### src/lock_pkg.sv
package lock_pkg;

    // keypad event kinds
    typedef enum logic [2:0] {
        KEY_NONE  = 3'd0,
        KEY_DIGIT = 3'd1,
        KEY_BACK  = 3'd2,
        KEY_ENTER = 3'd3,
        KEY_SET   = 3'd4,
        KEY_CLEAR = 3'd5
    } key_kind_t;

    // one decoded keypress, valid for a single cycle
    typedef struct packed {
        logic      valid;
        key_kind_t kind;
        logic [3:0] digit;  // bcd, only meaningful for KEY_DIGIT
    } key_evt_t;

    // digit buffer as seen by the controller
    typedef struct packed {
        logic [3:0] hundreds;
        logic [3:0] tens;
        logic [3:0] units;
        logic [1:0] count;  // digits typed, 0 to 3
    } entry_t;

    // tone channels, higher value wins the buzzer
    typedef enum logic [1:0] {
        TONE_CLICK   = 2'd0,
        TONE_SUCCESS = 2'd1,
        TONE_FAIL    = 2'd2
    } tone_t;

    localparam int NUM_TONES = 3;

    // display nibble codes
    localparam logic [3:0]  NIB_BLANK       = 4'hF;
    localparam logic [3:0]  NIB_SET         = 4'hD;
    localparam logic [11:0] DISP_PASS       = 12'hBCC;
    localparam logic [11:0] DISP_LOCK_START = 12'h020;  // 20 s lockout, bcd

    localparam logic [11:0] DEFAULT_CODE = 12'h246;

    // empty buffer, all digits dark
    localparam entry_t ENTRY_EMPTY = '{
        hundreds: NIB_BLANK,
        tens:     NIB_BLANK,
        units:    NIB_BLANK,
        count:    2'd0
    };

endpackage

### src/key_decoder.sv
`timescale 1ns/1ps

module key_decoder (
    input  logic               clk,
    input  logic               rst_n,
    input  logic [15:0]        keys,
    output lock_pkg::key_evt_t key_evt
);
    import lock_pkg::*;

    key_kind_t  dec_kind;
    logic [3:0] dec_digit;
    key_kind_t  cur_kind;
    logic [3:0] cur_digit;
    key_kind_t  prev_kind;
    logic [3:0] prev_digit;
    logic       key_changed;

    // anything not one-hot decodes as none
    always_comb begin
        case (keys)
            16'h0008: dec_digit = 4'd0;
            16'h0080: dec_digit = 4'd1;
            16'h0040: dec_digit = 4'd2;
            16'h0020: dec_digit = 4'd3;
            16'h0800: dec_digit = 4'd4;
            16'h0400: dec_digit = 4'd5;
            16'h0200: dec_digit = 4'd6;
            16'h8000: dec_digit = 4'd7;
            16'h4000: dec_digit = 4'd8;  // old debug slot
            16'h2000: dec_digit = 4'd9;
            default:  dec_digit = NIB_BLANK;
        endcase
        case (keys)
            16'h0001: dec_kind = KEY_ENTER;
            16'h0010: dec_kind = KEY_SET;
            16'h0100: dec_kind = KEY_CLEAR;
            16'h1000: dec_kind = KEY_BACK;
            default:  dec_kind = (dec_digit != NIB_BLANK) ? KEY_DIGIT : KEY_NONE;
        endcase
    end

    assign key_changed = {cur_kind, cur_digit} != {prev_kind, prev_digit};

    always_ff @(posedge clk) begin
        if (!rst_n) begin
            cur_kind   <= KEY_NONE;
            cur_digit  <= NIB_BLANK;
            prev_kind  <= KEY_NONE;
            prev_digit <= NIB_BLANK;
            key_evt    <= '0;
        end else begin
            cur_kind      <= dec_kind;  // sample stage
            cur_digit     <= dec_digit;
            prev_kind     <= cur_kind;
            prev_digit    <= cur_digit;
            key_evt.valid <= key_changed && (cur_kind != KEY_NONE);  // release is silent
            key_evt.kind  <= cur_kind;
            key_evt.digit <= cur_digit;
        end
    end

endmodule

### src/digit_entry.sv
`timescale 1ns/1ps

module digit_entry (
    input  logic             clk,
    input  logic             rst_n,
    input  logic             push,
    input  logic [3:0]       push_digit,
    input  logic             pop,
    input  logic             flush,
    output lock_pkg::entry_t entry
);
    import lock_pkg::*;

    entry_t entry_nxt;
    logic   can_push;
    logic   can_pop;

    assign can_push = entry.count < 2'd3;  // fourth digit is dropped
    assign can_pop  = entry.count != 2'd0;

    always_comb begin
        entry_nxt = entry;
        if (flush) begin
            entry_nxt = ENTRY_EMPTY;
        end else if (push && can_push) begin
            // shift left, new digit lands in units
            entry_nxt.hundreds = entry.tens;
            entry_nxt.tens     = entry.units;
            entry_nxt.units    = push_digit;
            entry_nxt.count    = entry.count + 2'd1;
        end else if (pop && can_pop) begin
            // shift right, blank comes in from the top
            entry_nxt.units    = entry.tens;
            entry_nxt.tens     = entry.hundreds;
            entry_nxt.hundreds = NIB_BLANK;
            entry_nxt.count    = entry.count - 2'd1;
        end
    end

    always_ff @(posedge clk) begin
        if (!rst_n) begin
            entry <= ENTRY_EMPTY;
        end else begin
            entry <= entry_nxt;
        end
    end

endmodule

### src/lock_fsm.sv
`timescale 1ns/1ps

module lock_fsm #(
    parameter int unsigned TICK_DIV  = 50_000_000,
    parameter int unsigned MAX_FAILS = 4
) (
    input  logic                            clk,
    input  logic                            rst_n,
    input  lock_pkg::key_evt_t              key_evt,
    input  lock_pkg::entry_t                entry,
    output logic                            push,
    output logic [3:0]                      push_digit,
    output logic                            pop,
    output logic                            flush,
    output logic [lock_pkg::NUM_TONES-1:0]  tone_start,
    output logic [11:0]                     display,
    output logic [3:0]                      tries
);
    import lock_pkg::*;

    localparam int TICK_W = (TICK_DIV > 1) ? $clog2(TICK_DIV) : 1;

    typedef enum logic [2:0] {
        ST_IDLE,    // normal entry
        ST_SET,     // next full entry becomes the code
        ST_PASSED,
        ST_LOCKED,  // countdown running
        ST_DEAD     // countdown at 000, waiting for clear
    } state_t;

    state_t            state;
    logic [11:0]       code;
    logic [11:0]       countdown;
    logic [11:0]       count_dec;
    logic [TICK_W-1:0] tick_cnt;
    logic [11:0]       entry_code;
    logic [3:0]        tries_inc;
    logic              in_entry;
    logic              entry_full;
    logic              accepted;

    // three digit bcd decrement, caller keeps v above zero
    function automatic logic [11:0] bcd_dec(input logic [11:0] v);
        logic [11:0] r;
        r = v;
        if (r[3:0] != 4'd0) begin
            r[3:0] = r[3:0] - 4'd1;
        end else begin
            r[3:0] = 4'd9;
            if (r[7:4] != 4'd0) begin
                r[7:4] = r[7:4] - 4'd1;
            end else begin
                r[7:4]  = 4'd9;
                r[11:8] = r[11:8] - 4'd1;
            end
        end
        return r;
    endfunction

    assign entry_code = {entry.hundreds, entry.tens, entry.units};
    assign entry_full = entry.count == 2'd3;
    assign in_entry   = (state == ST_IDLE) || (state == ST_SET);
    assign tries_inc  = tries + 4'd1;
    assign count_dec  = bcd_dec(countdown);

    // partial enter is ignored, passed and dead only take clear
    assign accepted = key_evt.valid &&
                      (in_entry ? (key_evt.kind != KEY_ENTER || entry_full)
                                : (state != ST_LOCKED && key_evt.kind == KEY_CLEAR));

    // buffer commands go out in the event cycle
    assign push       = accepted && key_evt.kind == KEY_DIGIT;
    assign push_digit = key_evt.digit;
    assign pop        = accepted && key_evt.kind == KEY_BACK;
    assign flush      = accepted && (key_evt.kind == KEY_ENTER || key_evt.kind == KEY_SET ||
                                     key_evt.kind == KEY_CLEAR);

    always_ff @(posedge clk) begin
        if (!rst_n) begin
            state      <= ST_IDLE;
            code       <= DEFAULT_CODE;
            countdown  <= '0;
            tick_cnt   <= '0;
            tries      <= 4'd0;
            tone_start <= '0;
        end else begin
            tone_start <= '0;
            if (accepted) begin
                tone_start[TONE_CLICK] <= 1'b1;  // every accepted key clicks
                case (key_evt.kind)
                    KEY_CLEAR: begin
                        state <= ST_IDLE;
                        tries <= 4'd0;
                    end
                    KEY_SET: state <= ST_SET;
                    KEY_ENTER: begin
                        if (state == ST_SET) begin
                            code                     <= entry_code;
                            tries                    <= 4'd0;
                            state                    <= ST_IDLE;
                            tone_start[TONE_SUCCESS] <= 1'b1;
                        end else if (entry_code == code) begin
                            state                    <= ST_PASSED;
                            tone_start[TONE_SUCCESS] <= 1'b1;
                        end else begin
                            tone_start[TONE_FAIL] <= 1'b1;
                            if (tries_inc == 4'(MAX_FAILS)) begin
                                tries     <= 4'd0;
                                state     <= ST_LOCKED;
                                countdown <= DISP_LOCK_START;
                                tick_cnt  <= '0;
                            end else begin
                                tries <= tries_inc;
                            end
                        end
                    end
                    default: ;  // digit and back handled by the buffer
                endcase
            end else if (state == ST_LOCKED) begin
                if (tick_cnt == TICK_W'(TICK_DIV - 1)) begin
                    tick_cnt  <= '0;
                    countdown <= count_dec;
                    if (count_dec == 12'h000) begin
                        state <= ST_DEAD;
                    end
                end else begin
                    tick_cnt <= tick_cnt + 1'b1;
                end
            end
        end
    end

    always_comb begin
        case (state)
            ST_IDLE:   display = entry_code;
            ST_SET:    display = (entry.count == 2'd0) ? {3{NIB_SET}} : entry_code;
            ST_PASSED: display = DISP_PASS;
            default:   display = countdown;  // locked and dead
        endcase
    end

endmodule

### src/tone_gen.sv
`timescale 1ns/1ps

module tone_gen #(
    parameter int unsigned HALF = 4,   // cycles per half period
    parameter int unsigned LEN  = 64   // tone length in cycles
) (
    input  logic clk,
    input  logic rst_n,
    input  logic start,
    input  logic cancel,
    output logic active,
    output logic wave
);

    logic [31:0] dur_cnt;
    logic [31:0] half_cnt;

    always_ff @(posedge clk) begin
        if (!rst_n) begin
            active   <= 1'b0;
            wave     <= 1'b0;
            dur_cnt  <= '0;
            half_cnt <= '0;
        end else if (start) begin
            active   <= 1'b1;  // also restarts a running tone
            wave     <= 1'b1;
            dur_cnt  <= '0;
            half_cnt <= '0;
        end else if (active) begin
            if (cancel || dur_cnt == LEN - 1) begin
                active <= 1'b0;
                wave   <= 1'b0;
            end else begin
                dur_cnt <= dur_cnt + 32'd1;
                if (half_cnt == HALF - 1) begin
                    half_cnt <= '0;
                    wave     <= ~wave;
                end else begin
                    half_cnt <= half_cnt + 32'd1;
                end
            end
        end
    end

endmodule

### src/buzzer_arbiter.sv
`timescale 1ns/1ps

module buzzer_arbiter (
    input  logic                           clk,
    input  logic                           rst_n,
    input  logic [lock_pkg::NUM_TONES-1:0] active,
    input  logic [lock_pkg::NUM_TONES-1:0] wave,
    output logic [lock_pkg::NUM_TONES-1:0] cancel,
    output logic                           buzzer
);
    import lock_pkg::*;

    tone_t sel_idx;
    logic  sel_valid;

    // walk down from fail, first active channel owns the pin
    always_comb begin
        sel_valid = 1'b0;
        sel_idx   = TONE_CLICK;
        cancel    = '0;
        for (int i = NUM_TONES - 1; i >= 0; i--) begin
            if (active[i]) begin
                if (sel_valid) begin
                    cancel[i] = 1'b1;  // lower tone cut off
                end else begin
                    sel_valid = 1'b1;
                    sel_idx   = tone_t'(i);
                end
            end
        end
    end

    always_ff @(posedge clk) begin
        if (!rst_n) begin
            buzzer <= 1'b0;
        end else begin
            buzzer <= sel_valid ? wave[sel_idx] : 1'b0;
        end
    end

endmodule

### src/code_lock_top.sv
`timescale 1ns/1ps

module code_lock_top #(
    parameter int unsigned TICK_DIV  = 50_000_000,  // one second at 50 MHz
    parameter int unsigned MAX_FAILS = 4,
    // index order fail, success, click
    parameter logic [lock_pkg::NUM_TONES-1:0][31:0] TONE_HALF =
        {32'd100_000, 32'd25_000, 32'd50_000},
    parameter logic [lock_pkg::NUM_TONES-1:0][31:0] TONE_LEN =
        {32'd15_000_000, 32'd30_000_000, 32'd10_000_000}
) (
    input  logic        clk,
    input  logic        rst_n,
    input  logic [15:0] keys,      // one-hot keypad level
    output logic [11:0] display,
    output logic [3:0]  tries,
    output logic        buzzer
);
    import lock_pkg::*;

    key_evt_t             key_evt;
    entry_t               entry;
    logic                 push;
    logic [3:0]           push_digit;
    logic                 pop;
    logic                 flush;
    logic [NUM_TONES-1:0] tone_start;
    logic [NUM_TONES-1:0] tone_active;
    logic [NUM_TONES-1:0] tone_wave;
    logic [NUM_TONES-1:0] tone_cancel;

    key_decoder key_decoder_i (
        .clk     (clk),
        .rst_n   (rst_n),
        .keys    (keys),
        .key_evt (key_evt)
    );

    digit_entry digit_entry_i (
        .clk        (clk),
        .rst_n      (rst_n),
        .push       (push),
        .push_digit (push_digit),
        .pop        (pop),
        .flush      (flush),
        .entry      (entry)
    );

    lock_fsm #(
        .TICK_DIV  (TICK_DIV),
        .MAX_FAILS (MAX_FAILS)
    ) lock_fsm_i (
        .clk        (clk),
        .rst_n      (rst_n),
        .key_evt    (key_evt),
        .entry      (entry),
        .push       (push),
        .push_digit (push_digit),
        .pop        (pop),
        .flush      (flush),
        .tone_start (tone_start),
        .display    (display),
        .tries      (tries)
    );

    // one generator per channel, indexed by tone_t
    for (genvar g = 0; g < NUM_TONES; g++) begin : g_tone
        tone_gen #(
            .HALF (TONE_HALF[g]),
            .LEN  (TONE_LEN[g])
        ) tone_gen_i (
            .clk    (clk),
            .rst_n  (rst_n),
            .start  (tone_start[g]),
            .cancel (tone_cancel[g]),
            .active (tone_active[g]),
            .wave   (tone_wave[g])
        );
    end

    buzzer_arbiter buzzer_arbiter_i (
        .clk    (clk),
        .rst_n  (rst_n),
        .active (tone_active),
        .wave   (tone_wave),
        .cancel (tone_cancel),
        .buzzer (buzzer)
    );

endmodule

### config.mk
export PLATFORM = sky130hd
export DESIGN_NAME = code_lock_top
export DESIGN_NICKNAME = d
export VERILOG_FILES = /design/src/lock_pkg.sv /design/src/key_decoder.sv /design/src/digit_entry.sv /design/src/lock_fsm.sv /design/src/tone_gen.sv /design/src/buzzer_arbiter.sv /design/src/code_lock_top.sv
export SDC_FILE = /design/constraint.sdc
export NUM_CORES = 1
export LEC_CHECK = 0
export BUFFER_PORTS_ARGS = -buffer_cell sky130_fd_sc_hd__clkbuf_2
export CORE_UTILIZATION = 65
export CTS_BUF_LIST = sky130_fd_sc_hd__clkbuf_8
export DETAILED_ROUTE_END_ITERATION = 10
export GPL_ROUTABILITY_DRIVEN = 1
export HOLD_SLACK_MARGIN = 0.15
export PLACE_DENSITY = 0.91
export SETUP_SLACK_MARGIN = 0.05
export SKIP_CTS_REPAIR_TIMING = 1
export SLEW_MARGIN = 20
export SYNTH_ARGS = -nofsm -noshare
export SYNTH_HDL_FRONTEND = slang
export SYNTH_HIERARCHICAL = 1
export SYNTH_SLANG_ARGS = --single-unit
### constraint.sdc
create_clock -name clk -period 7.68 [get_ports clk]
set_input_delay 0.768 -clock clk [delete_from_list [all_inputs] [get_ports clk]]
set_output_delay 0.768 -clock clk [all_outputs]
set_load 0.02 [all_outputs]
==> load_flow_metrics.sql <==
INSERT INTO impl_metrics (metric_group, metric, value, unit) VALUES
('run_status', 'status', 'finished clean', ''),
('cts', 'clock_path_buffers', '3', ''),
('worst_hold_path', 'worstHoldPathType', 'register to register', ''),
('logic_synthesis', 'postSynthAreaPerCell', '8.31', 'um^2'),
('pwr', 'ir_drop', '0.181', 'mV'),
('route', 'dr_vias_cell', '6.53', ''),
('cts', 'cts_buffers', '49', ''),
('placed_design', 'dp.final_hpwl', '22800', 'um'),
('timing', 'totalNegativeSetupSlack', '0', 'ps'),
('global_routing', 'groute.usage.overall', '28.8', '%'),
('timing', 'drv_slew', '0', ''),
('pwr', 'overall_power_after_layout', '2.95', 'mW'),
('timing', 'worst_slew_pin_slew', '1000', 'ps'),
('global_routing', 'grt_pass1_wl', '59700', 'um'),
('placed_design', 'dpl.cell_count', '2113', ''),
('placed_design', 'gp_congestion', '0.874', ''),
('route', 'avgRoutedWirePerCell', '16.2', 'um'),
('finish', 'multiInputGateArea', '8950', 'um^2'),
('cts', 'tritoncts_num_sinks', '292', ''),
('critical_path', 'crit_type', 'register to register', ''),
('pwr', 'power_per_cell_area', '178', 'nW/um^2'),
('die', 'fp.coreArea', '22900', 'um^2'),
('finish', 'postLayoutCoreUtil', '72.3', '%'),
('timing', 'max_slew_margin', '33.3', '%'),
('logic_synthesis', 'synth_seq_area_share', '37.9', '%'),
('route', 'drt-initial-drc-count', '1097', ''),
('timing', 'grt_setup_unrepaired', 'no', ''),
('critical_path', 'cp.required', '8160', 'ps'),
('critical_path', 'critPathArrivalTime', '3590', 'ps'),
('timing', 'fin_hold_ws', '474', 'ps'),
('finish', 'finish.cell_count_without_fillers', '2195', ''),
('run', 'number_of_max_cap_violations', '0', ''),
('route', 'num_vias', '14300', ''),
('die', 'die_width', '156', 'um'),
('logic_synthesis', 'synth-edff-count', '0', ''),
('logic_synthesis', 'yosysWarnings', '6', ''),
('critical_path', 'cp-end-kind', 'register', ''),
('logic_synthesis', 'postSynthCellCount', '1853', ''),
('logic_synthesis', 'synth_ff_type', 'sky130_fd_sc_hd__dfxtp_1', ''),
('critical_path', 'slowest_cp_cell', 'sky130_fd_sc_hd__buf_4', ''),
('logic_synthesis', 'postSynth.asyncResetShare', '0', '%'),
('logic_synthesis', 'ys_ff_latch', '292', ''),
('finish', 'num_antenna_cells', '0', ''),
('die', 'pin_count', '35', ''),
('critical_path', 'cp_max_fo', '72', ''),
('finish', 'final-seq-area', '5850', 'um^2'),
('timing', 'final_period_utilization', '40.5', '%'),
('die', 'dieHeight', '156', 'um'),
('pwr', 'leakage_power', '5.35', 'nW'),
('route', 'finalWirelength', '35500', 'um'),
('die', 'floorplan.die_area', '24300', 'um^2'),
('global_routing', 'globalRoute.totalOverflow', '0', ''),
('global_routing', 'first_global_vias', '13200', ''),
('logic_synthesis', 'synth.lib_cells_used.distinct', '98', ''),
('critical_path', 'start_kind', 'register', ''),
('finish', 'area_delta_synth_final', '7.59', '%'),
('critical_path', 'crit_chain', 'nor4_1 -> nand4_1 -> nor4b_4 -> buf_4 -> o31ai_4 -> a21oi_1', ''),
('timing', 'max_freq', '321', 'MHz'),
('placed_design', 'detailed_place.area', '15600', 'um^2'),
('timing', 'report.final.hold_viol_count', '0', ''),
('placed_design', 'port_buffers', '34', ''),
('cts', 'htree_levels', '2', ''),
('timing', 'final.setup_skew', '25.8', 'ps'),
('cts', 'clk_pin_slew_worst_paths', '60', 'ps'),
('critical_path', 'cp_num_buf_inv', '1', ''),
('die', 'initial_utilization', '67.2', '%'),
('global_routing', 'antenna_found_initial', '0', ''),
('placed_design', 'pre_cts_slack', '4660', 'ps'),
('cts', 'clk_latency', '580', 'ps'),
('route', 'ant_nets', '0', ''),
('critical_path', 'largest_stage_delay_on_the_critical_path', '640', 'ps');
==> worst register-to-register path: stages, from the launching register on <==
cell and delay [ps]:
sky130_fd_sc_hd__dfxtp_1 370, sky130_fd_sc_hd__nor4_1 470, sky130_fd_sc_hd__nand4_1 340, sky130_fd_sc_hd__nor4b_4 600
sky130_fd_sc_hd__buf_4 640, sky130_fd_sc_hd__o31ai_4 380, sky130_fd_sc_hd__a21oi_1 230
==> layout make-up <==
| class | count | area share, % |
|---|---|---|
| clock buffers | 67 | 5.56 |
| well taps | 313 | 2.36 |
| clock inverters | 15 | 0.415 |
| repair buffers | 49 | 1.71 |
| flip-flops and latches | 292 | 35.3 |
| multi-input cells | 1429 | 54.0 |
| inverters | 30 | 0.679 |
==> final timing paths <==
check                                   start                          endpoint  slack, ps  cells after the start
max           g_tone[1].tone_gen_i/dur_cnt[7]  g_tone[1].tone_gen_i/half_cnt[0]       4570                      6
min          g_tone[1].tone_gen_i/dur_cnt[23]  g_tone[1].tone_gen_i/dur_cnt[23]        470                      2
max reg2reg   g_tone[1].tone_gen_i/dur_cnt[7]  g_tone[1].tone_gen_i/half_cnt[0]       4570                      6
min reg2reg  g_tone[1].tone_gen_i/dur_cnt[23]  g_tone[1].tone_gen_i/dur_cnt[23]        470                      2
==> power breakdown <==
group	leakage (nW)	switching (mW)	total, mW	internal (mW)
Clock	0.552	0.611	1.38	0.770
Combinational	2.44	0.0396	0.0533	0.0137
Sequential	2.35	0.00141	1.52	1.52
==> cell families after synthesis <==
family / Yosys count / synth area share, %
AOI/OAI and AO/OA: 415 / 17.2
xor gates and xnor gates: 98 / 5.57
adders and majority gates: 10 / 0.812
buffers and inverters: 132 / 4.32
DFF: 292 / 37.9
muxes: 25 / 1.62
other: 1 / 0.0243
and+or+nand+nor: 880 / 32.5
==> synthesized netlist by cell type, types with 23 or more instances <==
| cell | instances | share of area [%] |
|---|---|---|
| sky130_fd_sc_hd__a21oi_1 | 147 | 4.8 |
| sky130_fd_sc_hd__and3_1 | 25 | 1.0 |
| sky130_fd_sc_hd__and4_1 | 23 | 1.3 |
| sky130_fd_sc_hd__clkbuf_1 | 54 | 1.3 |
| sky130_fd_sc_hd__dfxtp_1 | 292 | 38 |
| sky130_fd_sc_hd__inv_1 | 30 | 0.73 |
| sky130_fd_sc_hd__mux2i_1 | 25 | 1.6 |
| sky130_fd_sc_hd__nand2_1 | 131 | 3.2 |
| sky130_fd_sc_hd__nand2b_1 | 27 | 1.1 |
| sky130_fd_sc_hd__nand3_1 | 102 | 3.3 |
| sky130_fd_sc_hd__nand4_1 | 63 | 2.6 |
| sky130_fd_sc_hd__nor2_1 | 145 | 3.5 |
| sky130_fd_sc_hd__nor3_1 | 68 | 2.2 |
| sky130_fd_sc_hd__nor4_1 | 48 | 1.9 |
| sky130_fd_sc_hd__o21ai_0 | 86 | 2.8 |
| sky130_fd_sc_hd__o31ai_1 | 66 | 3.2 |
| sky130_fd_sc_hd__or3_1 | 61 | 2.5 |
| sky130_fd_sc_hd__or4_1 | 72 | 3.5 |
| sky130_fd_sc_hd__xnor2_1 | 60 | 3.4 |
| sky130_fd_sc_hd__xor2_1 | 38 | 2.2 |
==> flip-flops by register name, indices dropped and copies added, names as in the netlist, 4 cells and up <==
name,flops
g_tone.tone_gen_i/dur_cnt,96
key_decoder_i/prev_digit,4
lock_fsm_i/code,12
lock_fsm_i/tries,4
key_decoder_i/key_evt,5
key_decoder_i/cur_digit,4
digit_entry_i/entry,14
g_tone.tone_gen_i/half_cnt,96
lock_fsm_i/tick_cnt,26
lock_fsm_i/countdown,12
==> layout by cell type, fill, tap and decap left out, drive strengths merged, types with 8 or more instances in the layout <==
cell type	synthesis	layout
or3	63	63
a21oi	148	148
a211oi	12	12
nand2	133	133
clkbuf	54	101
xor2	38	38
a31oi	9	9
nor4	50	50
and4	25	25
and3	25	25
or4	75	75
buf	48	15
xnor2	60	60
nand2b	27	27
o21ai	98	98
ha	10	10
o211a	8	8
nand3	103	103
mux2i	25	25
nor3	71	71
o31ai	67	67
nor2	148	148
nand4	64	64
and2	22	22
nor4b	17	17
dfxtp	292	292
nor2b	16	16
inv	30	39
==> routing by layer <==
layer  part of all wire, %  wire length, um  up-vias  GRT usage (%)
li1                      -                -     6958              -
met1                    43            15200     6704           36.7
met2                    48            16900      574           48.2
met3                   6.8             2400       88           4.83
met4                   2.5              869        0           12.1
met5                     0                0        -              0
No activity file was read; power rests on OpenSTA's default activity.
